==> config.mk <==
export PLATFORM = sky130hd
export DESIGN_NAME = register_file
export DESIGN_NICKNAME = d
export VERILOG_FILES = /design/src/core_pkg.sv /design/src/register_file.sv
export SDC_FILE = /design/constraint.sdc
export NUM_CORES = 2
export LEC_CHECK = 0
export ABC_AREA = 0
export BUFFER_PORTS_ARGS = -buffer_cell sky130_fd_sc_hd__buf_4
export CORE_MARGIN = 2
export CORE_UTILIZATION = 50
export CTS_CLUSTER_DIAMETER = 200
export DETAILED_ROUTE_END_ITERATION = 8
export GPL_TIMING_DRIVEN = 0
export PLACE_DENSITY = 0.73
export SYNTH_ARGS = -nofsm -noshare
export SYNTH_HDL_FRONTEND = slang
export SYNTH_SLANG_ARGS = --single-unit
==> constraint.sdc <==
create_clock -name clk -period 4.97 [get_ports clk]
set_clock_uncertainty 0.05 [all_clocks]
set_input_delay 0.2485 -clock clk [delete_from_list [all_inputs] [get_ports clk]]
set_output_delay 0.2485 -clock clk [all_outputs]
set_load 0.01 [all_outputs]
==> src/core_pkg.sv <==
package core_pkg;

  ////////////////////////////////////////////////////////////////////////////
  // Basic types
  ////////////////////////////////////////////////////////////////////////////

  typedef logic [4:0]  rf_addr_t;
  typedef logic [31:0] word_t;

  // ALU operations, PASS_B carries the link address of JALR
  typedef enum logic [2:0] {
    ALU_ADD,
    ALU_SUB,
    ALU_AND,
    ALU_OR,
    ALU_XOR,
    ALU_PASS_B
  } alu_op_e;

  // Operand source, shared by operand a and operand b
  typedef enum logic [1:0] {
    SEL_REGFILE,
    SEL_FW_EX,
    SEL_FW_WB
  } op_a_fw_sel_e;

  // Jump register source, no EX path (stall instead)
  typedef enum logic {
    SELJ_REGFILE,
    SELJ_FW_WB
  } jalr_fw_sel_e;

  ////////////////////////////////////////////////////////////////////////////
  // Pipeline registers
  ////////////////////////////////////////////////////////////////////////////

  typedef struct packed {
    logic  instr_valid;
    word_t pc;
    word_t instr;
  } if_id_pipe_t;

  typedef struct packed {
    logic     instr_valid;
    word_t    pc;
    logic     rf_we;
    rf_addr_t rf_waddr;
    alu_op_e  alu_op;
    word_t    operand_a;
    word_t    operand_b;
    logic     lsu_en;
    logic     lsu_we;
    word_t    store_data;
  } id_ex_pipe_t;

  typedef struct packed {
    logic     instr_valid;
    word_t    pc;
    logic     rf_we;
    rf_addr_t rf_waddr;
    logic     lsu_en;
    logic     lsu_we;
    word_t    result;
    word_t    store_data;
  } ex_wb_pipe_t;

  // RV32I major opcodes of the supported subset
  localparam logic [6:0] OPC_LUI   = 7'b0110111;
  localparam logic [6:0] OPC_OPIMM = 7'b0010011;
  localparam logic [6:0] OPC_OP    = 7'b0110011;
  localparam logic [6:0] OPC_LOAD  = 7'b0000011;
  localparam logic [6:0] OPC_STORE = 7'b0100011;
  localparam logic [6:0] OPC_JALR  = 7'b1100111;

  // funct3 values of register ALU ops
  localparam logic [2:0] F3_ADD_SUB = 3'b000;
  localparam logic [2:0] F3_XOR     = 3'b100;
  localparam logic [2:0] F3_OR      = 3'b110;
  localparam logic [2:0] F3_AND     = 3'b111;

endpackage

==> src/register_file.sv <==
`timescale 1ns/1ps

module register_file (
  input  logic               clk,
  input  logic               rst_i,
  input  core_pkg::rf_addr_t raddr_i [2],
  output core_pkg::word_t    rdata_o [2],
  input  logic               we_i,
  input  core_pkg::rf_addr_t waddr_i,
  input  core_pkg::word_t    wdata_i
);
  import core_pkg::*;

  // x1 to x31, x0 has no storage
  word_t regs [1:31];

  always_ff @(posedge clk) begin
    if (rst_i) begin
      for (int i = 1; i < 32; i++) begin
        regs[i] <= '0;
      end
    end else if (we_i && (waddr_i != '0)) begin
      regs[waddr_i] <= wdata_i;
    end
  end

  // Asynchronous reads, same-cycle write is covered by WB forwarding
  always_comb begin
    for (int p = 0; p < 2; p++) begin
      rdata_o[p] = (raddr_i[p] == '0) ? '0 : regs[raddr_i[p]];
    end
  end

endmodule

==> impl_metrics.env <==
export IMPL_ys_seq_area_frac=0.567
export IMPL_worstHoldPathCells=2
export IMPL_drt_pass1_iter_count=9
export IMPL_fin_area_mm2=0.0609
export IMPL_min_from="wdata_i[24]"
export IMPL_power_frac_seq=0.472
export IMPL_top_register="regs"
export IMPL_period_share=1.01
export IMPL_fp_dieH_um=333
export IMPL_grt_setup_unrepaired="no"
export IMPL_switchingPower_mw=5.63
export IMPL_maxSlewViolCount=43
export IMPL_post_cts_buffers=0
export IMPL_worst_slack_ps=-62.8
export IMPL_io_pins=114
export IMPL_grt_first_pass_wirelength_um=280000
export IMPL_top_regs="regs (1024)"
export IMPL_synth_edff_count=1024
export IMPL_setup_viol=1
export IMPL_clock_sinks=1024
export IMPL_p_sw_frac=0.259
export IMPL_tightest_slew_ps=1580
export IMPL_crit_fanout=10
export IMPL_syn_area_mm2=0.0542
export IMPL_start_util=0.505
export IMPL_fin_crit_ps=5030
export IMPL_drc=0
export IMPL_combinationalPowerShare=0.130
export IMPL_place_area_mm2=0.0569
export IMPL_ctsResizeCount=0
export IMPL_area_growth_pct=12.4
export IMPL_drive_gt1_frac=0.238
export IMPL_place_ws_ps=480
export IMPL_post_drt_wl_per_cell_um=39.2
export IMPL_htree_levels=3
export IMPL_status="finished, violations left"
export IMPL_routabilityCongestion=1.02
export IMPL_hold_end="regs[0][24]"
export IMPL_cts_buffer_depth=3
export IMPL_drv_cap=5
export IMPL_dp_cells=5041
export IMPL_ir_drop_uv=300
export IMPL_critPathLaunchType="input port"
export IMPL_synth_warnings=0
export IMPL_die_area_mm2=0.111
export IMPL_antenna_found_initial=7
export IMPL_numPortBuffers=107
export IMPL_p_leak_nw=20.9
export IMPL_largest_register_ffs=1024
export IMPL_violations="capacitance limit, slew limit, setup timing"
export IMPL_grt_max_degree=33
export IMPL_finalHoldViolCount=0
export IMPL_cts_hold_buf=32
export IMPL_cts_root_buffer="clkbuf_16"
export IMPL_powerDensity_mw_per_mm2=356
export IMPL_yosys_area_top_type="edfxtp_1"
export IMPL_p_int_mw=16.1
export IMPL_synth_area_leaders="edfxtp_1 57%, mux4_2 20%, and2_1 11%, mux2i_1 2.8%, clkbuf_1 1.8%"
export IMPL_fin_cells=5281
export IMPL_fin_util=0.568
export IMPL_antenna_left=0
export IMPL_dp_hpwl_um=138000
export IMPL_clk_pin_slew_ps=70
export IMPL_synth_seq_cells=1024
export IMPL_cts_tree="built"
export IMPL_synthFlopType="edfxtp_1"
export IMPL_cp_end_kind="output port"
export IMPL_pwr_share_clk=0.398
export IMPL_grt_use_total=0.369
export IMPL_crit_arrival_ps=4730
export IMPL_cp_required_ps=4670
export IMPL_syn_area_per_cell_um2=15.5
export IMPL_ys_types=43
export IMPL_grt_remaining_overflow=0
export IMPL_drt_wl_total_um=207000
export IMPL_grt_pass1_vias=36000
export IMPL_core_area_mm2=0.107
export IMPL_max_freq_mhz=199
export IMPL_die_x_um=333
export IMPL_relSlewSlack=-0.0508
export IMPL_setup_worst_path_class="in2out"
export IMPL_synth_top_area_share=0.567
export IMPL_vias=37400
export IMPL_viasPerCell=7.07
export IMPL_rows=120
export IMPL_critPathLaunch="raddr_i[1]"
export IMPL_synthCells=3500
export IMPL_async_reset_ff_frac=0
export IMPL_whs_ps=238
export IMPL_nets=3831
export IMPL_min_path_type="in2reg"
export IMPL_drt_iter0_markers=7109
export IMPL_cts_made_buffers=108
-- critical path, stage by stage --
cell and delay (ps):
buf_2 200, or3b_2 240, clkbuf_1 890, buf_1 890, o22ai_1 170, a2111oi_1 1290, nor3_1 470, buf_4 290
-- routing by layer --
layer	up-vias	global-route usage	wire, um
met5	-	0.00434	187
met4	10	0.249	16900
met3	788	0.149	33700
met2	3715	0.525	87300
met1	18700	0.464	68800
li1	14100	-	-
-- cells in the mapped netlist (30+ instances only) --
cell type	number
edfxtp_1	1024
and2_1	995
mux4_2	472
clkbuf_1	264
mux2i_1	150
o22ai_1	103
nor3_1	54
a22o_1	51
buf_2	51
a2111oi_1	41
buf_4	37
nor2_1	36
or2_2	31
mux2_2	30
-- cell type report --
| type | count | area (um^2) |
|---|---|---|
| Antenna cell | 6 | 15.0 |
| Buffer | 384 | 1790 |
| Clock buffer | 131 | 2870 |
| Clock inverter | 70 | 817 |
| Fill cell | 8285 | 46400 |
| Inverter | 2 | 7.51 |
| Multi-Input combinational cell | 2121 | 21800 |
| Sequential cell | 1024 | 30700 |
| Tap cell | 1403 | 1760 |
| Timing Repair Buffer | 140 | 1140 |
-- cells by family (layout without fill, tap and decap cells) --
family,Yosys count,after routing,share of synthesized area
multiplexers,652,652,0.230
AND/OR/NAND/NOR,1178,1178,0.133
other,1,38,0.0000692
flip-flops,1024,1024,0.567
buffers and inverters,386,727,0.0331
AO/OA/AOI/OAI,259,259,0.0365
-- layout by cell type (no fill, tap or decap), types with 21 or more instances in the layout --
cell,instances
a22o_1,51
dlygate4sd3_1,32
nor2_1,35
and2_1,995
nor3_1,54
clkbuf_1,282
edfxtp_1,1024
clkinv_2,21
o22ai_1,103
buf_4,144
conb_1,32
or2_2,31
mux2_2,30
clkbuf_16,112
mux2i_1,150
mux4_2,472
a2111oi_1,41
buf_2,51
-- worst max path at each step --
| stage | to | slack, ps | cells past startpoint |
|---|---|---|---|
| floorplan | rdata_o[15] | 2760 | 7 |
| CTS | rdata_o[18] | 480 | 8 |
| global placement | rdata_o[18] | 430 | 8 |
| global route | rdata_o[20] | 300 | 9 |
| detailed placement | rdata_o[18] | 480 | 8 |
| finish | rdata_o[17] | -60 | 8 |
-- power by group through the flow --
stage | clock network (mW) | logic [mW] | registers [mW]
after global routing | 8.83 | 2.83 | 10.3
after CTS | 8.52 | 2.71 | 10.2
after global placement | 0 | 2.66 | 10.4
final | 8.64 | 2.83 | 10.3
after detailed placement | 0 | 2.68 | 10.4
after floorplan | 0 | 1.56 | 10.3
-- metrics by stage --
stage | setup TNS (ps) | total power, mW
2_1_floorplan | 0 | 11.9
5_1_grt | 0 | 21.9
3_3_place_gp | 0 | 13.0
3_5_place_dp | 0 | 13.1
4_1_cts | 0 | 21.5
6_report | -62.8 | 21.7
Power figures use the tool's default switching activity.
