## config.mk

```make
export PLATFORM = sky130hd
export DESIGN_NAME = ex_stage
export DESIGN_NICKNAME = d
export VERILOG_FILES = /design/src/core_pkg.sv /design/src/ex_stage.sv
export SDC_FILE = /design/constraint.sdc
export NUM_CORES = 1
export LEC_CHECK = 0
export CAP_MARGIN = 0
export CORE_MARGIN = 2
export CORE_UTILIZATION = 55
export CTS_BUF_LIST = sky130_fd_sc_hd__clkbuf_8
export DETAILED_ROUTE_END_ITERATION = 10
export DONT_BUFFER_PORTS = 1
export PLACE_DENSITY = 0.72
export SETUP_SLACK_MARGIN = 0.1
export SKIP_LAST_GASP = 1
export SYNTH_ARGS = -nofsm -noshare
export SYNTH_HDL_FRONTEND = slang
export SYNTH_SLANG_ARGS = --single-unit
```

## constraint.sdc

```tcl
create_clock -name clk -period 7.76 [get_ports clk]
set_clock_uncertainty 0.2 [all_clocks]
set_input_delay 0.776 -clock clk [delete_from_list [all_inputs] [get_ports clk]]
set_output_delay 0.776 -clock clk [all_outputs]
set_load 0.1 [all_outputs]
```

## src/core_pkg.sv

```systemverilog
package core_pkg;

  ////////////////////////////////////////////////////////////////////////////
  // Basic types
  ////////////////////////////////////////////////////////////////////////////

  typedef logic [4:0]  rf_addr_t;
  typedef logic [31:0] word_t;

  // ALU operations, PASS_B carries the link address of JALR
  typedef enum logic [2:0] {
    ALU_ADD,
    ALU_SUB,
    ALU_AND,
    ALU_OR,
    ALU_XOR,
    ALU_PASS_B
  } alu_op_e;

  // Operand source, shared by operand a and operand b
  typedef enum logic [1:0] {
    SEL_REGFILE,
    SEL_FW_EX,
    SEL_FW_WB
  } op_a_fw_sel_e;

  // Jump register source, no EX path (stall instead)
  typedef enum logic {
    SELJ_REGFILE,
    SELJ_FW_WB
  } jalr_fw_sel_e;

  ////////////////////////////////////////////////////////////////////////////
  // Pipeline registers
  ////////////////////////////////////////////////////////////////////////////

  typedef struct packed {
    logic  instr_valid;
    word_t pc;
    word_t instr;
  } if_id_pipe_t;

  typedef struct packed {
    logic     instr_valid;
    word_t    pc;
    logic     rf_we;
    rf_addr_t rf_waddr;
    alu_op_e  alu_op;
    word_t    operand_a;
    word_t    operand_b;
    logic     lsu_en;
    logic     lsu_we;
    word_t    store_data;
  } id_ex_pipe_t;

  typedef struct packed {
    logic     instr_valid;
    word_t    pc;
    logic     rf_we;
    rf_addr_t rf_waddr;
    logic     lsu_en;
    logic     lsu_we;
    word_t    result;
    word_t    store_data;
  } ex_wb_pipe_t;

  // RV32I major opcodes of the supported subset
  localparam logic [6:0] OPC_LUI   = 7'b0110111;
  localparam logic [6:0] OPC_OPIMM = 7'b0010011;
  localparam logic [6:0] OPC_OP    = 7'b0110011;
  localparam logic [6:0] OPC_LOAD  = 7'b0000011;
  localparam logic [6:0] OPC_STORE = 7'b0100011;
  localparam logic [6:0] OPC_JALR  = 7'b1100111;

  // funct3 values of register ALU ops
  localparam logic [2:0] F3_ADD_SUB = 3'b000;
  localparam logic [2:0] F3_XOR     = 3'b100;
  localparam logic [2:0] F3_OR      = 3'b110;
  localparam logic [2:0] F3_AND     = 3'b111;

endpackage

```

## src/ex_stage.sv

```systemverilog
`timescale 1ns/1ps

module ex_stage (
  input  logic                  clk,
  input  logic                  rst_i,
  input  core_pkg::id_ex_pipe_t id_ex_pipe_i,
  input  logic                  wb_ready_i,
  output core_pkg::word_t       ex_result_fw_o,
  output core_pkg::ex_wb_pipe_t ex_wb_pipe_o
);
  import core_pkg::*;

  word_t alu_result;

  // ALU, also forms the load/store address
  always_comb begin
    case (id_ex_pipe_i.alu_op)
      ALU_SUB:    alu_result = id_ex_pipe_i.operand_a - id_ex_pipe_i.operand_b;
      ALU_AND:    alu_result = id_ex_pipe_i.operand_a & id_ex_pipe_i.operand_b;
      ALU_OR:     alu_result = id_ex_pipe_i.operand_a | id_ex_pipe_i.operand_b;
      ALU_XOR:    alu_result = id_ex_pipe_i.operand_a ^ id_ex_pipe_i.operand_b;
      ALU_PASS_B: alu_result = id_ex_pipe_i.operand_b;
      default:    alu_result = id_ex_pipe_i.operand_a + id_ex_pipe_i.operand_b;
    endcase
  end

  // EX forward path, a load here is caught by load_stall
  assign ex_result_fw_o = alu_result;

  // EX/WB register, holds under WB back-pressure
  always_ff @(posedge clk) begin
    if (rst_i) begin
      ex_wb_pipe_o.instr_valid <= 1'b0;
    end else if (wb_ready_i) begin
      ex_wb_pipe_o.instr_valid <= id_ex_pipe_i.instr_valid;
      ex_wb_pipe_o.pc          <= id_ex_pipe_i.pc;
      ex_wb_pipe_o.rf_we       <= id_ex_pipe_i.rf_we;
      ex_wb_pipe_o.rf_waddr    <= id_ex_pipe_i.rf_waddr;
      ex_wb_pipe_o.lsu_en      <= id_ex_pipe_i.lsu_en;
      ex_wb_pipe_o.lsu_we      <= id_ex_pipe_i.lsu_we;
      ex_wb_pipe_o.result      <= alu_result;
      ex_wb_pipe_o.store_data  <= id_ex_pipe_i.store_data;
    end
  end

endmodule

```

==> run metrics <==
CP most frequent cell nand3_1; utilization after layout around three fifths; Worst R2R Setup Slack between 6000 and 7000 ps; DR DRC count 0; Synth area leader edfxtp_1; detailed placer's ending HPWL 17200 um; main flop type after synthesis edfxtp_1; Vias between 6000 and 7000; sequential area share after synthesis between 30% and 40%; CTS Sinks between 100 and 150; Reg clk slew, reported paths 120 ps; worst path required time between 6000 and 7000 ps; Max Fclk approximately 0.16 GHz; H-Tree Depth 3; largest net degree at the start of global routing ~90; syn_nets roughly 1000; P_leak between 3 and 4 nW; antenna violations before repair 1; DIE WIDTH 125 um; Final Cell Area around 8700 um2; Async SR Flop Fraction 0%; post-detailed-route wirelength per cell 22.2 um; FP Rows 44; Arr. time, crit path about 5200 ps; wire length on met1 roughly 8500 um; Post-synth EDFFs ~100; I/O Buffers 0; mapped cell area 8020 um2; post-synthesis register bit count between 100 and 150; Final setup viols 0; Core ar. between 10000 and 15000 um2; root buf cell clkbuf_8; synth top area cells edfxtp_1, ha_1, xnor2_1; pwr dens between 200 and 250 nW/um2; met2 WL 11000 um; WL final 21900 um; Synth cell types slightly above 70; Avg Inst Size Synth around 10 um2; Fin Setup TNS 0 ps; final period utilization 79.6%; hold_buf cts 0; most common cell after layout, fill and taps aside edfxtp_1; final net count ~1000; min-delay worst type in -> reg; Synth warnings 0; Final ANT Viol Nets 0; Num CTS Buffers 9; number of global-route vias before repair roughly 6000; slowest CP cell nand3_1; Post-CTS Repair Setup Buffers 0; Worst Setup End Kind output pin; Die Y about 120 um; global-route usage over all layers about 28%; routed wl met3 approximately 1800 um; outcome completed; Die ar. about 16000 um2; kind of critical path in -> out; max reg flops approximately 110; worst-margin pin slew roughly 1200 ps; clk_lat worst skew 380 ps; share of the synthesized area in the top cell type approximately two fifths; fin worst setup slack between 1500 and 2000 ps; final hold vios 0; RD Place Congestion 0.942; DRT iter0 DRCs about 440; Slowest Stage Delay on Critical Path 750 ps; max layer used met4; most flop-heavy register ex_wb_pipe_o; Synth Instances around 800; RSZ-0062 raised after global routing false; initial core utilization 55.8%; most frequent cells in the layout edfxtp_1, ha_1, inv_1; post-place setup slack roughly 1600 ps; clock buffer depth 2; IR drop worst, VDD 0.157 mV; Max Cap Violations 0; top flop regs ex_wb_pipe_o: 105 flops; Post-CTS Resized 0; Top Ports between 200 and 300; fin. max-slew vios 0; final hold slack around 250 ps; layout cells sized above 1 a little over an eighth; Buf+Inv Stages, Crit Path 0; Slew headroom 21.9%; post-place instance area roughly 8500 um2; vias per inst roughly 6.3; CTS tree done; Area growth syn-to-layout 8.10%; CP Cell Sequence nor4_2 -> and3_2 -> nand3_1 -> nor3_1 -> nand2_1 -> nor2_1 -> a31oi_1 -> xnor2_1 -> ha_1 -> and3_1 -> nand3_1 -> o21ai_0 -> a211oi_4 -> or4_1 -> nand3_1; drt pass-1 iters 5; Max FO, Critical Path 7; crit path time final 6170 ps; startpoint class of the critical path input pin; fill cell count approximately 1200; GR Overflow Total 0; CP top delay family simple AND/OR/NAND/NOR gates; first-pass GRT wire length 33700 um
power breakdown:
part | internal [mW] | switching (mW) | leakage, nW
combinational | 0.214 | 0.533 | 2.48
clock | 0.120 | 0.191 | 0.0856
sequential | 0.686 | 0.333 | 0.984
cells by family (layout without fill, tap and decap cells):
group	count (synthesis)	count (layout)	synth area share, %
multiplexers	42	42	5.33
XOR/XNOR	54	54	5.90
flip-flops	105	105	39.2
other	0	1	0
adder cells (fa/ha/maj)	97	97	15.2
buffers and inverters	116	121	6.25
AND/OR/NAND/NOR	176	176	10.8
AO/OA/AOI/OAI	206	206	17.3
through the flow:
stage,total power [mW],cells
floorplan,1.62,796
global placement,1.76,969
finish,2.08,986
detailed placement,1.78,969
global route,2.16,986
CTS,2.08,985
layer usage:
| metal | global-route usage, % | up-vias |
|---|---|---|
| li1 | - | 2876 |
| met1 | 34.3 | 2980 |
| met2 | 47.3 | 301 |
| met3 | 6.23 | 35 |
| met4 | 9.72 | 0 |
| met5 | 0 | - |
final cells by class:
class                           count  area (um2)  share of cell area [%]
Antenna cell                        1        2.50                  0.0289
Clock buffer                        9         124                    1.43
Clock inverter                      7        52.6                   0.606
Inverter                           80         300                    3.46
Multi-Input combinational cell    575        4600                    53.0
Sequential cell                   105        3140                    36.2
Tap cell                          184         230                    2.66
Timing Repair Buffer               25         223                    2.57
cells in the mapped netlist, drive strengths merged (4+ instances only):
cell type  number
edfxtp        104
ha             96
inv            80
a21oi          65
nand2          65
nor2           50
xnor2          45
o21ai          43
mux2i          36
clkbuf         31
a21o           14
o221ai         13
o211ai         12
o22ai          12
nand3          11
xor2            9
a31oi           8
nand4           8
nor3            8
mux2            6
nor2b           6
a211oi          5
a31o            5
a41oi           4
and3            4
buf             4
nand2b          4
o21a            4
o31ai           4
path summary, 6_finish.rpt:
path | endpoint | startpoint | depth (start not counted)
max | ex_result_fw_o[28] | id_ex_pipe_i[38] | 15
min | ex_wb_pipe_o[104] | rst_i | 1
max reg2reg | ex_wb_pipe_o[104] | ex_wb_pipe_o[104] | 2
min reg2reg | ex_wb_pipe_o[104] | ex_wb_pipe_o[104] | 2
No activity file was read; power rests on OpenSTA's default activity.
