$ cat src/core_pkg.sv
package core_pkg;

  ////////////////////////////////////////////////////////////////////////////
  // Basic types
  ////////////////////////////////////////////////////////////////////////////

  typedef logic [4:0]  rf_addr_t;
  typedef logic [31:0] word_t;

  // ALU operations, PASS_B carries the link address of JALR
  typedef enum logic [2:0] {
    ALU_ADD,
    ALU_SUB,
    ALU_AND,
    ALU_OR,
    ALU_XOR,
    ALU_PASS_B
  } alu_op_e;

  // Operand source, shared by operand a and operand b
  typedef enum logic [1:0] {
    SEL_REGFILE,
    SEL_FW_EX,
    SEL_FW_WB
  } op_a_fw_sel_e;

  // Jump register source, no EX path (stall instead)
  typedef enum logic {
    SELJ_REGFILE,
    SELJ_FW_WB
  } jalr_fw_sel_e;

  ////////////////////////////////////////////////////////////////////////////
  // Pipeline registers
  ////////////////////////////////////////////////////////////////////////////

  typedef struct packed {
    logic  instr_valid;
    word_t pc;
    word_t instr;
  } if_id_pipe_t;

  typedef struct packed {
    logic     instr_valid;
    word_t    pc;
    logic     rf_we;
    rf_addr_t rf_waddr;
    alu_op_e  alu_op;
    word_t    operand_a;
    word_t    operand_b;
    logic     lsu_en;
    logic     lsu_we;
    word_t    store_data;
  } id_ex_pipe_t;

  typedef struct packed {
    logic     instr_valid;
    word_t    pc;
    logic     rf_we;
    rf_addr_t rf_waddr;
    logic     lsu_en;
    logic     lsu_we;
    word_t    result;
    word_t    store_data;
  } ex_wb_pipe_t;

  // RV32I major opcodes of the supported subset
  localparam logic [6:0] OPC_LUI   = 7'b0110111;
  localparam logic [6:0] OPC_OPIMM = 7'b0010011;
  localparam logic [6:0] OPC_OP    = 7'b0110011;
  localparam logic [6:0] OPC_LOAD  = 7'b0000011;
  localparam logic [6:0] OPC_STORE = 7'b0100011;
  localparam logic [6:0] OPC_JALR  = 7'b1100111;

  // funct3 values of register ALU ops
  localparam logic [2:0] F3_ADD_SUB = 3'b000;
  localparam logic [2:0] F3_XOR     = 3'b100;
  localparam logic [2:0] F3_OR      = 3'b110;
  localparam logic [2:0] F3_AND     = 3'b111;

endpackage

$ cat src/ctrl_byp_if.sv
`timescale 1ns/1ps

interface ctrl_byp_if;
  import core_pkg::*;

  // Forwarding selects for ID
  op_a_fw_sel_e operand_a_fw_mux_sel;
  op_a_fw_sel_e operand_b_fw_mux_sel;
  jalr_fw_sel_e jalr_fw_mux_sel;

  // Hazard stalls, both hold IF and ID
  logic         load_stall;
  logic         jr_stall;

  // Driver side, the bypass controller
  modport ctrl (
    output operand_a_fw_mux_sel, operand_b_fw_mux_sel, jalr_fw_mux_sel,
    output load_stall, jr_stall
  );

  // Pipeline stages
  modport stage (
    input operand_a_fw_mux_sel, operand_b_fw_mux_sel, jalr_fw_mux_sel,
    input load_stall, jr_stall
  );

endinterface

$ cat src/if_stage.sv
`timescale 1ns/1ps

module if_stage #(
  parameter int unsigned IMEM_DEPTH = 64
) (
  input  logic                clk,
  input  logic                rst_i,
  input  logic                fetch_en_i,
  input  logic                imem_we_i,
  input  logic [7:0]          imem_addr_i,
  input  core_pkg::word_t     imem_wdata_i,
  input  logic                jump_valid_i,
  input  core_pkg::word_t     jump_target_i,
  input  logic                id_ready_i,
  ctrl_byp_if.stage           byp,
  output core_pkg::if_id_pipe_t if_id_pipe_o
);
  import core_pkg::*;

  localparam int unsigned IW = $clog2(IMEM_DEPTH);

  word_t imem [IMEM_DEPTH];
  word_t pc;
  logic  jump_taken;

  // Target is only final once no writer of rs1 is pending
  assign jump_taken = jump_valid_i && !byp.jr_stall;

  // External load port
  always_ff @(posedge clk) begin
    if (imem_we_i) begin
      imem[imem_addr_i[IW-1:0]] <= imem_wdata_i;
    end
  end

  ////////////////////////////////////////////////////////////////////////////
  // PC and IF/ID register
  ////////////////////////////////////////////////////////////////////////////

  always_ff @(posedge clk) begin
    if (rst_i) begin
      pc                       <= '0;
      if_id_pipe_o.instr_valid <= 1'b0;
    end else if (id_ready_i) begin
      if (jump_taken) begin
        // Redirect, drop the word fetched behind the JALR
        pc                       <= jump_target_i;
        if_id_pipe_o.instr_valid <= 1'b0;
      end else if (fetch_en_i) begin
        pc                       <= pc + 32'd4;
        if_id_pipe_o.instr_valid <= 1'b1;
        if_id_pipe_o.pc          <= pc;
        if_id_pipe_o.instr       <= imem[pc[IW+1:2]];
      end else begin
        // ID consumed its word and nothing new is fetched
        if_id_pipe_o.instr_valid <= 1'b0;
      end
    end
  end

endmodule

$ cat src/flat_wrapper.sv
// flat-port wrapper written by rule: the top's interface ports become plain ports
module if_stage_flat import core_pkg::*;
#(
  parameter int unsigned IMEM_DEPTH = 64
)
  (clk, rst_i, fetch_en_i, imem_we_i, imem_addr_i, imem_wdata_i, jump_valid_i, jump_target_i, id_ready_i, if_id_pipe_o, byp_operand_a_fw_mux_sel, byp_operand_b_fw_mux_sel, byp_jalr_fw_mux_sel, byp_load_stall, byp_jr_stall);
  ctrl_byp_if byp_i ();
  input  logic clk;
  input  logic rst_i;
  input  logic fetch_en_i;
  input  logic imem_we_i;
  input  logic [7:0] imem_addr_i;
  input  core_pkg::word_t imem_wdata_i;
  input  logic jump_valid_i;
  input  core_pkg::word_t jump_target_i;
  input  logic id_ready_i;
  output core_pkg::if_id_pipe_t if_id_pipe_o;
  input wire logic [$bits(byp_i.operand_a_fw_mux_sel)-1:0] byp_operand_a_fw_mux_sel;
  input wire logic [$bits(byp_i.operand_b_fw_mux_sel)-1:0] byp_operand_b_fw_mux_sel;
  input wire logic [$bits(byp_i.jalr_fw_mux_sel)-1:0] byp_jalr_fw_mux_sel;
  input wire logic [$bits(byp_i.load_stall)-1:0] byp_load_stall;
  input wire logic [$bits(byp_i.jr_stall)-1:0] byp_jr_stall;
  assign byp_i.operand_a_fw_mux_sel = byp_operand_a_fw_mux_sel;
  assign byp_i.operand_b_fw_mux_sel = byp_operand_b_fw_mux_sel;
  assign byp_i.jalr_fw_mux_sel = byp_jalr_fw_mux_sel;
  assign byp_i.load_stall = byp_load_stall;
  assign byp_i.jr_stall = byp_jr_stall;
  if_stage #(.IMEM_DEPTH(IMEM_DEPTH)) u_core (.clk(clk), .rst_i(rst_i), .fetch_en_i(fetch_en_i), .imem_we_i(imem_we_i), .imem_addr_i(imem_addr_i), .imem_wdata_i(imem_wdata_i), .jump_valid_i(jump_valid_i), .jump_target_i(jump_target_i), .id_ready_i(id_ready_i), .byp(byp_i), .if_id_pipe_o(if_id_pipe_o));
endmodule
$ cat config.mk
export PLATFORM = sky130hd
export DESIGN_NAME = if_stage_flat
export DESIGN_NICKNAME = d
export VERILOG_FILES = /design/src/core_pkg.sv /design/src/ctrl_byp_if.sv /design/src/if_stage.sv /design/src/flat_wrapper.sv
export SDC_FILE = /design/constraint.sdc
export NUM_CORES = 2
export LEC_CHECK = 0
export BUFFER_PORTS_ARGS = -buffer_cell sky130_fd_sc_hd__buf_2
export CORE_ASPECT_RATIO = 1.4
export CORE_UTILIZATION = 40
export DETAILED_ROUTE_END_ITERATION = 16
export GPL_TIMING_DRIVEN = 0
export SYNTH_ARGS = -nofsm -noshare
export SYNTH_HDL_FRONTEND = slang
export SYNTH_SLANG_ARGS = --single-unit
$ cat constraint.sdc
create_clock -name clk -period 8.5 [get_ports clk]
set_input_delay 1.275 -clock clk [delete_from_list [all_inputs] [get_ports clk]]
set_output_delay 1.275 -clock clk [all_outputs]
set_load 0.02 [all_outputs]
==> summary.md <==
| Metric | Value |
|---|---|
| Status | completed |
| Initial antenna violation count | 26 |
| Chip Height | 539 um |
| Gr usage total | 23.3% |
| CP Launch Point | u_core.pc[5] |
| Clock slew at reported path FFs | 0.06 ns |
| Drt via density | 5.98 |
| Final Hold Viols | 0 |
| Synth Instances | 3,710 |
| Clk_skew | 0.0618 ns |
| Initial drt markers | 5,067 |
| Vias in the first global route | 41,800 |
| Placer Congestion | 0.895 |
| Leading cell type in the layout, fill and taps excluded | edfxtp_1 |
| Lkg Pwr | 28.7 nW |
| Reg2Reg Depth | 7 |
| Final Setup Violations | 0 |
| CP Class | flip-flop to flip-flop |
| First-pass GRT wire length | 333 mm |
| Critical-path top delay cell | buf_1 |
| CTS sink cnt | 2,145 |
| Final Max Slew Viols | 0 |
| DR WL/cell | 34.9 um |
| Crit. End Element | flip-flop |
| Root buf cell | clkbuf_16 |
| Clock Path Buffers | 4 |
| VDD IR-drop max | 186 uV |
| CP most frequent cell | buf_2 |
| Worst-Skew Late Latency | 0.86 ns |
| Ys async rst share | 0% |
| CP Buf/Inv Count | 4 |
| Starting Density | 40.3% |
| Max Freq | 0.216 GHz |
| Synth area leaders | edfxtp_1 (77%), mux4_2 (14%), mux2i_1 (2.5%), dfxtp_1 (0.80%), nor2_1 (0.51%) |
| Worst path arrival time | 5.20 ns |
| Die Wd | 386 um |
| Hold Crit Class | flip-flop to flip-flop |
| Dominant delay contributor by cell family on the critical path | buffers and inverters |
| Pin count of the biggest net entering global routing | 65 |
| Largest area contributor in the netlist | edfxtp_1 |
| Net Count, Synth | 3,796 |
| Number of top-level pins | 150 |
| Commonest non-fill, non-tap cells in the layout | edfxtp_1 (2,112), mux4_2 (498), mux2i_1 (206) |
| Setup Buffers After CTS | 0 |
| WP data required | 9.06 ns |
| CP Depth | 7 |
| Tcrit/Tclk final | 54.6% |
| HPWL after detailed placement | 162 mm |
| IO Port Bufs | 137 |
| Proportion of layout cells with a drive suffix above 1 | 28.2% |
| Hold buffers post-CTS | 0 |
| Vias post-DR | 41,600 |
| Synth cell types | 57 |
| Post-cts sizing count | 0 |
| Number of buffers created by CTS | 198 |
| DRT antenna net count | 0 |
| Die ar. | 208,000 um2 |
| Maxcap violations | 0 |
| Crit-path cells | buf_2 -> buf_2 -> buf_2 -> buf_1 -> mux2i_1 -> o22ai_1 -> a211oi_1 |
| Post-Syn Area | 82,400 um2 |
| Post-synth EDFFs | 2,112 |
| Register area share after synthesis | 77.8% |
| Synth top area share | 77.0% |
| Tightest Pin Transition | 1.47 ns |
| Rows | 196 |
| CTS tree | yes |
| Max_slew headroom | 1.67% |
| Most common flop cell mapped by yosys | edfxtp_1 |
| Final critical-path required period | 4.64 ns |
| H-tree depth | 4 |
| Hold Crit Start | u_core.pc[4] |
| Core footprint | 204,000 um2 |
| Pwr/cell area | 232 nW/um2 |
| Layout Area Growth over Synthesis | 15.5% |
| Crit-path max cell delay | 1.02 ns |
| CP startpoint kind | flip-flop |
| CP Max Fanout | 10 |
| Hold depth | 0 |
| Routed wire length | 243 mm |
| Flop and latch count out of synthesis | 2,145 |
| Drt drc | 0 |
| Grt total ovfl | 0 |
| Mean post-synth cell area | 22.2 um2 |
| Pre-antenna DRT Iters | 8 |
| RSZ-0062 raised after global routing | false |
| Ys Warns | 0 |
| Core Util, Final | 46.6% |
| Nets | 4,224 |
| Worst R2R Start | u_core.pc[5] |
| Setup TNS | 0 ns |
==> power breakdown <==
group,switching [W],leakage (nW),internal [W]
combinational,0.000959,6.39,0.000524
clock,0.00392,3.05,0.00493
sequential,0.0000283,19.3,0.0117
total,0.00491,28.7,0.0172
==> through the flow <==
step	hold WS (ns)	area, um2	instances	power, W	setup WS (ns)
2_1_floorplan	0.403	82400	3710	0.0127	3.33
3_3_place_gp	0.408	86400	6520	0.0134	0.964
3_5_place_dp	0.410	88800	6607	0.0135	4.04
4_1_cts	0.426	95100	6958	0.0222	4.02
5_1_grt	0.443	95200	6970	0.0226	4.01
6_report	0.426	95200	6970	0.0221	3.86
==> sequential cells by signal, indices dropped and copies added, names as in the netlist <==
signal               flops
u_core.if_id_pipe_o     65
u_core.pc               32
u_core.imem           2048
==> cell families (layout without fill, tap and decap cells) <==
group | Yosys count | in the layout | share of synthesized area (%)
flops | 2145 | 2145 | 77.8
mux | 725 | 725 | 16.4
simple gates | 321 | 321 | 1.90
compound gates | 304 | 304 | 2.57
buf+inv | 214 | 793 | 1.35
fa+ha+maj | 1 | 1 | 0.0152
other cells | 0 | 8 | 0
==> synthesized netlist by cell type, drive strengths merged (4+ instances only) <==
master	instances
nand2b	14
o41ai	9
edfxtp	2112
nor4	8
buf	127
nand2	67
a221oi	18
a2111oi	16
nor2	112
a21oi	32
mux2i	206
nor3	9
dfxtp	33
o221ai	9
mux4	498
nor2b	32
and3	12
a31oi	10
and2	5
mux2	21
o211ai	6
or4	5
a22oi	4
nand3	23
a211oi	37
clkbuf	84
nand4	19
a22o	35
o22ai	53
o21ai	55
or3	5
==> cell type report <==
class | count | area (um2)
multi-input cells | 1351 | 17700
clock inverters | 117 | 1140
diodes | 8 | 20.0
repair buffers | 228 | 2650
well taps | 2673 | 3340
clock buffers | 234 | 5130
fillers | 16700 | 109000
flip-flops and latches | 2145 | 64100
inverters | 3 | 11.3
plain buffers | 211 | 1110
==> worst paths after layout <==
| check | endpoint | slack (ns) |
|---|---|---|
| max reg2reg | u_core.if_id_pipe_o[28] | 3.86 |
| max | u_core.if_id_pipe_o[28] | 3.86 |
| min | u_core.if_id_pipe_o[36] | 0.43 |
| min reg2reg | u_core.if_id_pipe_o[36] | 0.43 |
==> metal layers <==
metal	routed length, um	part of all wire (%)	global-route usage (%)
met3	19200	7.9	4.56
met5	126	0.052	0
met2	123000	50	39.2
met4	13500	5.5	11.3
met1	87700	36	28.6
Power figures use the tool's default switching activity.
