### src/core_pkg.sv
package core_pkg;

  ////////////////////////////////////////////////////////////////////////////
  // Basic types
  ////////////////////////////////////////////////////////////////////////////

  typedef logic [4:0]  rf_addr_t;
  typedef logic [31:0] word_t;

  // ALU operations, PASS_B carries the link address of JALR
  typedef enum logic [2:0] {
    ALU_ADD,
    ALU_SUB,
    ALU_AND,
    ALU_OR,
    ALU_XOR,
    ALU_PASS_B
  } alu_op_e;

  // Operand source, shared by operand a and operand b
  typedef enum logic [1:0] {
    SEL_REGFILE,
    SEL_FW_EX,
    SEL_FW_WB
  } op_a_fw_sel_e;

  // Jump register source, no EX path (stall instead)
  typedef enum logic {
    SELJ_REGFILE,
    SELJ_FW_WB
  } jalr_fw_sel_e;

  ////////////////////////////////////////////////////////////////////////////
  // Pipeline registers
  ////////////////////////////////////////////////////////////////////////////

  typedef struct packed {
    logic  instr_valid;
    word_t pc;
    word_t instr;
  } if_id_pipe_t;

  typedef struct packed {
    logic     instr_valid;
    word_t    pc;
    logic     rf_we;
    rf_addr_t rf_waddr;
    alu_op_e  alu_op;
    word_t    operand_a;
    word_t    operand_b;
    logic     lsu_en;
    logic     lsu_we;
    word_t    store_data;
  } id_ex_pipe_t;

  typedef struct packed {
    logic     instr_valid;
    word_t    pc;
    logic     rf_we;
    rf_addr_t rf_waddr;
    logic     lsu_en;
    logic     lsu_we;
    word_t    result;
    word_t    store_data;
  } ex_wb_pipe_t;

  // RV32I major opcodes of the supported subset
  localparam logic [6:0] OPC_LUI   = 7'b0110111;
  localparam logic [6:0] OPC_OPIMM = 7'b0010011;
  localparam logic [6:0] OPC_OP    = 7'b0110011;
  localparam logic [6:0] OPC_LOAD  = 7'b0000011;
  localparam logic [6:0] OPC_STORE = 7'b0100011;
  localparam logic [6:0] OPC_JALR  = 7'b1100111;

  // funct3 values of register ALU ops
  localparam logic [2:0] F3_ADD_SUB = 3'b000;
  localparam logic [2:0] F3_XOR     = 3'b100;
  localparam logic [2:0] F3_OR      = 3'b110;
  localparam logic [2:0] F3_AND     = 3'b111;

endpackage

### src/ctrl_byp_if.sv
`timescale 1ns/1ps

interface ctrl_byp_if;
  import core_pkg::*;

  // Forwarding selects for ID
  op_a_fw_sel_e operand_a_fw_mux_sel;
  op_a_fw_sel_e operand_b_fw_mux_sel;
  jalr_fw_sel_e jalr_fw_mux_sel;

  // Hazard stalls, both hold IF and ID
  logic         load_stall;
  logic         jr_stall;

  // Driver side, the bypass controller
  modport ctrl (
    output operand_a_fw_mux_sel, operand_b_fw_mux_sel, jalr_fw_mux_sel,
    output load_stall, jr_stall
  );

  // Pipeline stages
  modport stage (
    input operand_a_fw_mux_sel, operand_b_fw_mux_sel, jalr_fw_mux_sel,
    input load_stall, jr_stall
  );

endinterface

### src/controller_bypass.sv
`timescale 1ns/1ps

module controller_bypass (
  input  logic                  [1:0] rf_re_i,
  input  core_pkg::rf_addr_t    rf_raddr_i [2],
  input  logic                  jalr_id_i,
  input  core_pkg::if_id_pipe_t if_id_pipe_i,
  input  core_pkg::id_ex_pipe_t id_ex_pipe_i,
  input  core_pkg::ex_wb_pipe_t ex_wb_pipe_i,
  input  logic                  wb_ready_i,
  ctrl_byp_if.ctrl              byp
);
  import core_pkg::*;

  logic       id_valid;
  logic       rf_we_ex;
  logic       rf_we_wb;
  logic       lsu_en_ex;
  logic       lsu_en_wb;
  logic       jalr_valid;
  logic [1:0] rd_ex_match;
  logic [1:0] rd_wb_match;
  logic       jr_ex_match;
  logic       jr_wb_match;

  // Qualifiers, decode of an empty ID slot must never stall
  assign id_valid   = if_id_pipe_i.instr_valid;
  assign jalr_valid = jalr_id_i && id_valid;
  assign rf_we_ex   = id_ex_pipe_i.rf_we && id_ex_pipe_i.instr_valid;
  assign rf_we_wb   = ex_wb_pipe_i.rf_we && ex_wb_pipe_i.instr_valid;
  assign lsu_en_ex  = id_ex_pipe_i.lsu_en && id_ex_pipe_i.instr_valid;
  assign lsu_en_wb  = ex_wb_pipe_i.lsu_en && ex_wb_pipe_i.instr_valid;

  // Read address against EX and WB destinations, x0 never matches
  for (genvar i = 0; i < 2; i++) begin : gen_match
    assign rd_ex_match[i] = (rf_raddr_i[i] == id_ex_pipe_i.rf_waddr) && |rf_raddr_i[i] &&
                            rf_re_i[i] && id_valid;
    assign rd_wb_match[i] = (rf_raddr_i[i] == ex_wb_pipe_i.rf_waddr) && |rf_raddr_i[i] &&
                            rf_re_i[i] && id_valid;
  end

  // JALR always reads rs1
  assign jr_ex_match = (rf_raddr_i[0] == id_ex_pipe_i.rf_waddr) && |rf_raddr_i[0];
  assign jr_wb_match = (rf_raddr_i[0] == ex_wb_pipe_i.rf_waddr) && |rf_raddr_i[0];

  ////////////////////////////////////////////////////////////////////////////
  // Stalls
  ////////////////////////////////////////////////////////////////////////////

  always_comb begin
    // Load result not there yet, either still in EX or WB in wait states
    byp.load_stall = (lsu_en_ex && rf_we_ex && |rd_ex_match) ||
                     (!wb_ready_i && rf_we_wb && |rd_wb_match);

    // Target path has no EX forward and no load forward
    byp.jr_stall   = jalr_valid &&
                     ((rf_we_ex && jr_ex_match) ||
                      (rf_we_wb && lsu_en_wb && jr_wb_match));
  end

  ////////////////////////////////////////////////////////////////////////////
  // Forwarding selects
  ////////////////////////////////////////////////////////////////////////////

  always_comb begin
    byp.operand_a_fw_mux_sel = SEL_REGFILE;
    byp.operand_b_fw_mux_sel = SEL_REGFILE;
    byp.jalr_fw_mux_sel      = SELJ_REGFILE;

    // WB first, EX overrides as the younger writer
    if (rf_we_wb && rd_wb_match[0]) byp.operand_a_fw_mux_sel = SEL_FW_WB;
    if (rf_we_wb && rd_wb_match[1]) byp.operand_b_fw_mux_sel = SEL_FW_WB;
    if (rf_we_ex && rd_ex_match[0]) byp.operand_a_fw_mux_sel = SEL_FW_EX;
    if (rf_we_ex && rd_ex_match[1]) byp.operand_b_fw_mux_sel = SEL_FW_EX;

    // ALU result in WB may feed the jump target
    if (rf_we_wb && jr_wb_match && !lsu_en_wb) begin
      byp.jalr_fw_mux_sel = SELJ_FW_WB;
    end
  end

endmodule

### src/flat_wrapper.sv
// flat-port wrapper written by rule: the top's interface ports become plain ports
module controller_bypass_flat import core_pkg::*;
  (rf_re_i, rf_raddr_i, jalr_id_i, if_id_pipe_i, id_ex_pipe_i, ex_wb_pipe_i, wb_ready_i, byp_operand_a_fw_mux_sel, byp_operand_b_fw_mux_sel, byp_jalr_fw_mux_sel, byp_load_stall, byp_jr_stall);
  ctrl_byp_if byp_i ();
  input  logic                  [1:0] rf_re_i;
  input  core_pkg::rf_addr_t rf_raddr_i[2];
  input  logic jalr_id_i;
  input  core_pkg::if_id_pipe_t if_id_pipe_i;
  input  core_pkg::id_ex_pipe_t id_ex_pipe_i;
  input  core_pkg::ex_wb_pipe_t ex_wb_pipe_i;
  input  logic wb_ready_i;
  output wire logic [$bits(byp_i.operand_a_fw_mux_sel)-1:0] byp_operand_a_fw_mux_sel;
  output wire logic [$bits(byp_i.operand_b_fw_mux_sel)-1:0] byp_operand_b_fw_mux_sel;
  output wire logic [$bits(byp_i.jalr_fw_mux_sel)-1:0] byp_jalr_fw_mux_sel;
  output wire logic [$bits(byp_i.load_stall)-1:0] byp_load_stall;
  output wire logic [$bits(byp_i.jr_stall)-1:0] byp_jr_stall;
  assign byp_operand_a_fw_mux_sel = byp_i.operand_a_fw_mux_sel;
  assign byp_operand_b_fw_mux_sel = byp_i.operand_b_fw_mux_sel;
  assign byp_jalr_fw_mux_sel = byp_i.jalr_fw_mux_sel;
  assign byp_load_stall = byp_i.load_stall;
  assign byp_jr_stall = byp_i.jr_stall;
  controller_bypass u_core (.rf_re_i(rf_re_i), .rf_raddr_i(rf_raddr_i), .jalr_id_i(jalr_id_i), .if_id_pipe_i(if_id_pipe_i), .id_ex_pipe_i(id_ex_pipe_i), .ex_wb_pipe_i(ex_wb_pipe_i), .wb_ready_i(wb_ready_i), .byp(byp_i));
endmodule
### config.mk
export PLATFORM = sky130hd
export DESIGN_NAME = controller_bypass_flat
export DESIGN_NICKNAME = d
export VERILOG_FILES = /design/src/core_pkg.sv /design/src/ctrl_byp_if.sv /design/src/controller_bypass.sv /design/src/flat_wrapper.sv
export SDC_FILE = /design/constraint.sdc
export NUM_CORES = 1
export LEC_CHECK = 0
export BUFFER_PORTS_ARGS = -buffer_cell sky130_fd_sc_hd__buf_4
export CORE_AREA = 3 3 126 128
export DETAILED_ROUTE_END_ITERATION = 8
export DIE_AREA = 0 0 129 131
export PLACE_DENSITY = 0.34
export SYNTH_ARGS = -nofsm -noshare
export SYNTH_HDL_FRONTEND = slang
export SYNTH_SLANG_ARGS = --single-unit
### constraint.sdc
create_clock -name vclk -period 4
set_input_delay 0.8 -clock vclk [all_inputs]
set_output_delay 0.8 -clock vclk [all_outputs]
set_load 0.05 [all_outputs]
==> summary.md <==
| Metric | Value |
|---|---|
| Count leader, synth | xnor2_1 |
| Pins Over Slew Limit | 0 |
| Pin count of the biggest net entering global routing | 6 |
| Port Buf Inserts | 38 |
| Core area | about 0.015 mm² |
| Fraction of layout cells with a size suffix above 1 | 0.467 |
| Die H | 131 µm |
| First-pass GRT wire length | between 3000 and 4000 µm |
| RSZ-0062 raised after global routing | false |
| GRT Residual Overflow | 0 |
| Cell area power density | between 70 and 80 mW/mm² |
| Max Cap Violations | 0 |
| Sequential share of the synthesized area | 0 |
| Starting Density | 0.0252 |
| Synthesized area | between 300 and 400 µm² |
| Hold-fix buffers, CTS | 0 |
| Post-synth top area cell | xnor2_1 |
| Hold path depth | 3 |
| Max incr delay on CP | 0.56 ns |
| CP required | 3.20 ns |
| Crit path time final | 3.27 ns |
| Final wirelength | 2530 µm |
| Fmax | 306 MHz |
| Slowest cell on crit path | or4_1 |
| Synthesized netlist cell count | 54 |
| Filler cell count | 1782 |
| Post-DP HPWL | 2440 µm |
| FFs & Latches | 0 |
| Initial antenna violation count | 0 |
| Mapped Nets | 378 |
| Initial DRC count | 7 |
| Setup slack after layout | 0.727 ns |
| Critical path arrival | approximately 2.5 ns |
| Crit path cell chain | buf_4, or4_1, nor2_1, nand4b_1, nor3b_2, buf_4 |
| Yosys warns | 0 |
| # nets final | 418 |
| Setup bufs post-CTS | 0 |
| Die ar. | 0.0169 mm² |
| Slew margin rel. | 0.620 |
| Status | finished, final reports clean |
| Hold Crit Class | in -> out |
| IO Pins | 331 |
| Routed wire length per instance | 9.03 µm |
| Final ANT Viol Nets | 0 |
| Hold Path End | byp_jalr_fw_mux_sel |
| GRT Util Overall | 0.0281 |
| RePlAce Congestion | 0.646 |
| CP Class | in -> out |
| Vias in the first global route | 550 |
| # clk buffers | 0 |
| Synth area leaders | xnor2_1, xor2_1, nand2_1, nor2_1, or4_1 |
| Leakage | 0.299 nW |
| Tcrit/Tclk final | 0.818 |
| Most common cell on crit path | buf_4 |
| Row count | between 40 and 50 |
| Vias | 527 |
| Unique masters post-synth | 17 |
| TNS Setup | 0 ns |
| Number of diodes | 0 |
| Avg Vias per Cell | ~1.9 |
| Final Hold Viols | 0 |
| Die X | 129 µm |
| Drc violations | 0 |
| WHS | between 1.5 and 2 ns |
| DP Worst Slack | 0.664 ns |
| Most frequent cells after synthesis | xnor2_1, xor2_1, nand2_1, nor2_1, nand3_1 |
| CP Buf/Inv Count | 2 |
| Max rail drop VDD | 0.0000304 V |
| Layout overhead on the synthesized area | 138% |
| Worst slew pin tran | 0.565 ns |
| CP startpoint kind | input port |
| Tot Pwr | approximately 0.063 mW |
| Post-CTS Resized | 0 |
| Crit. End Element | output pin |
| Register area | 0 µm² |
| Synth Area per Inst | 7.00 µm² |
| CP Max Fanout | 5 |
| Final setup fails | 0 |
| Worst hold start | ex_wb_pipe_i[65] |
| Drt pass-1 iters | 4 |
| Largest delay share family, worst path | simple AND/OR/NAND/NOR gates |
| Post-synth top area share | 0.255 |
[power breakdown]
group          internal, mW  switching, mW
combinational        0.0341         0.0291
sequential                0              0
clock                     0              0
[per-stage QoR]
stage / util / cells / cell area (µm²)
after CTS: 0.0600 / 280 / 898
final: 0.0600 / 280 / 898
after global routing: 0.0600 / 280 / 898
after detailed placement: 0.0600 / 280 / 898
after global placement: 0.0600 / 280 / 898
after floorplan: - / 54 / 378
[cells by family after synthesis]
logic type       share of synthesized area
AO/OA/AOI/OAI                       0.0629
XOR/XNOR                             0.464
AND/OR/NAND/NOR                      0.474
[tightest hold or removal path, cell delays in order]
cell    delay [ns]
buf_4         0.08
nor2_1        0.04
buf_4         0.18
[placed cells by master (no fill, tap or decap), types with 2 or more instances in the layout]
| master | synthesis | final |
|---|---|---|
| a21oi_1 | 3 | 3 |
| buf_4 | 0 | 38 |
| nand2_1 | 6 | 6 |
| nand3_1 | 4 | 4 |
| nor2_1 | 6 | 6 |
| nor3_1 | 2 | 2 |
| nor4_1 | 2 | 2 |
| or4_1 | 3 | 3 |
| xnor2_1 | 11 | 11 |
| xor2_1 | 9 | 9 |
[layer usage]
layer / GRT usage / part of all wire / vias up
met1: 0.0401 / 0.48 / 233
li1: - / - / 270
met3: 0.00366 / 0.050 / 0
met4: 0 / 0 / 0
met2: 0.0482 / 0.47 / 24
met5: 0 / 0 / -
[layout make-up]
type	instances	area, µm²	share of cell area
multi-input cells	54	378	0.421
repair buffers	38	285	0.318
well taps	188	235	0.262
[how the worst max path moves through the flow]
stage	startpoint	end	slack, ns	cells past startpoint
detailed placement	rf_raddr_i[6]	byp_operand_a_fw_mux_sel[1]	0.66	6
floorplan	rf_raddr_i[0]	byp_load_stall	0.61	5
global route	rf_raddr_i[6]	byp_operand_a_fw_mux_sel[1]	0.61	6
finish	rf_raddr_i[6]	byp_operand_a_fw_mux_sel[1]	0.73	6
CTS	rf_raddr_i[6]	byp_operand_a_fw_mux_sel[1]	0.66	6
global placement	rf_raddr_i[6]	byp_operand_a_fw_mux_sel[1]	0.68	6
(Power assumes the default switching activity.)
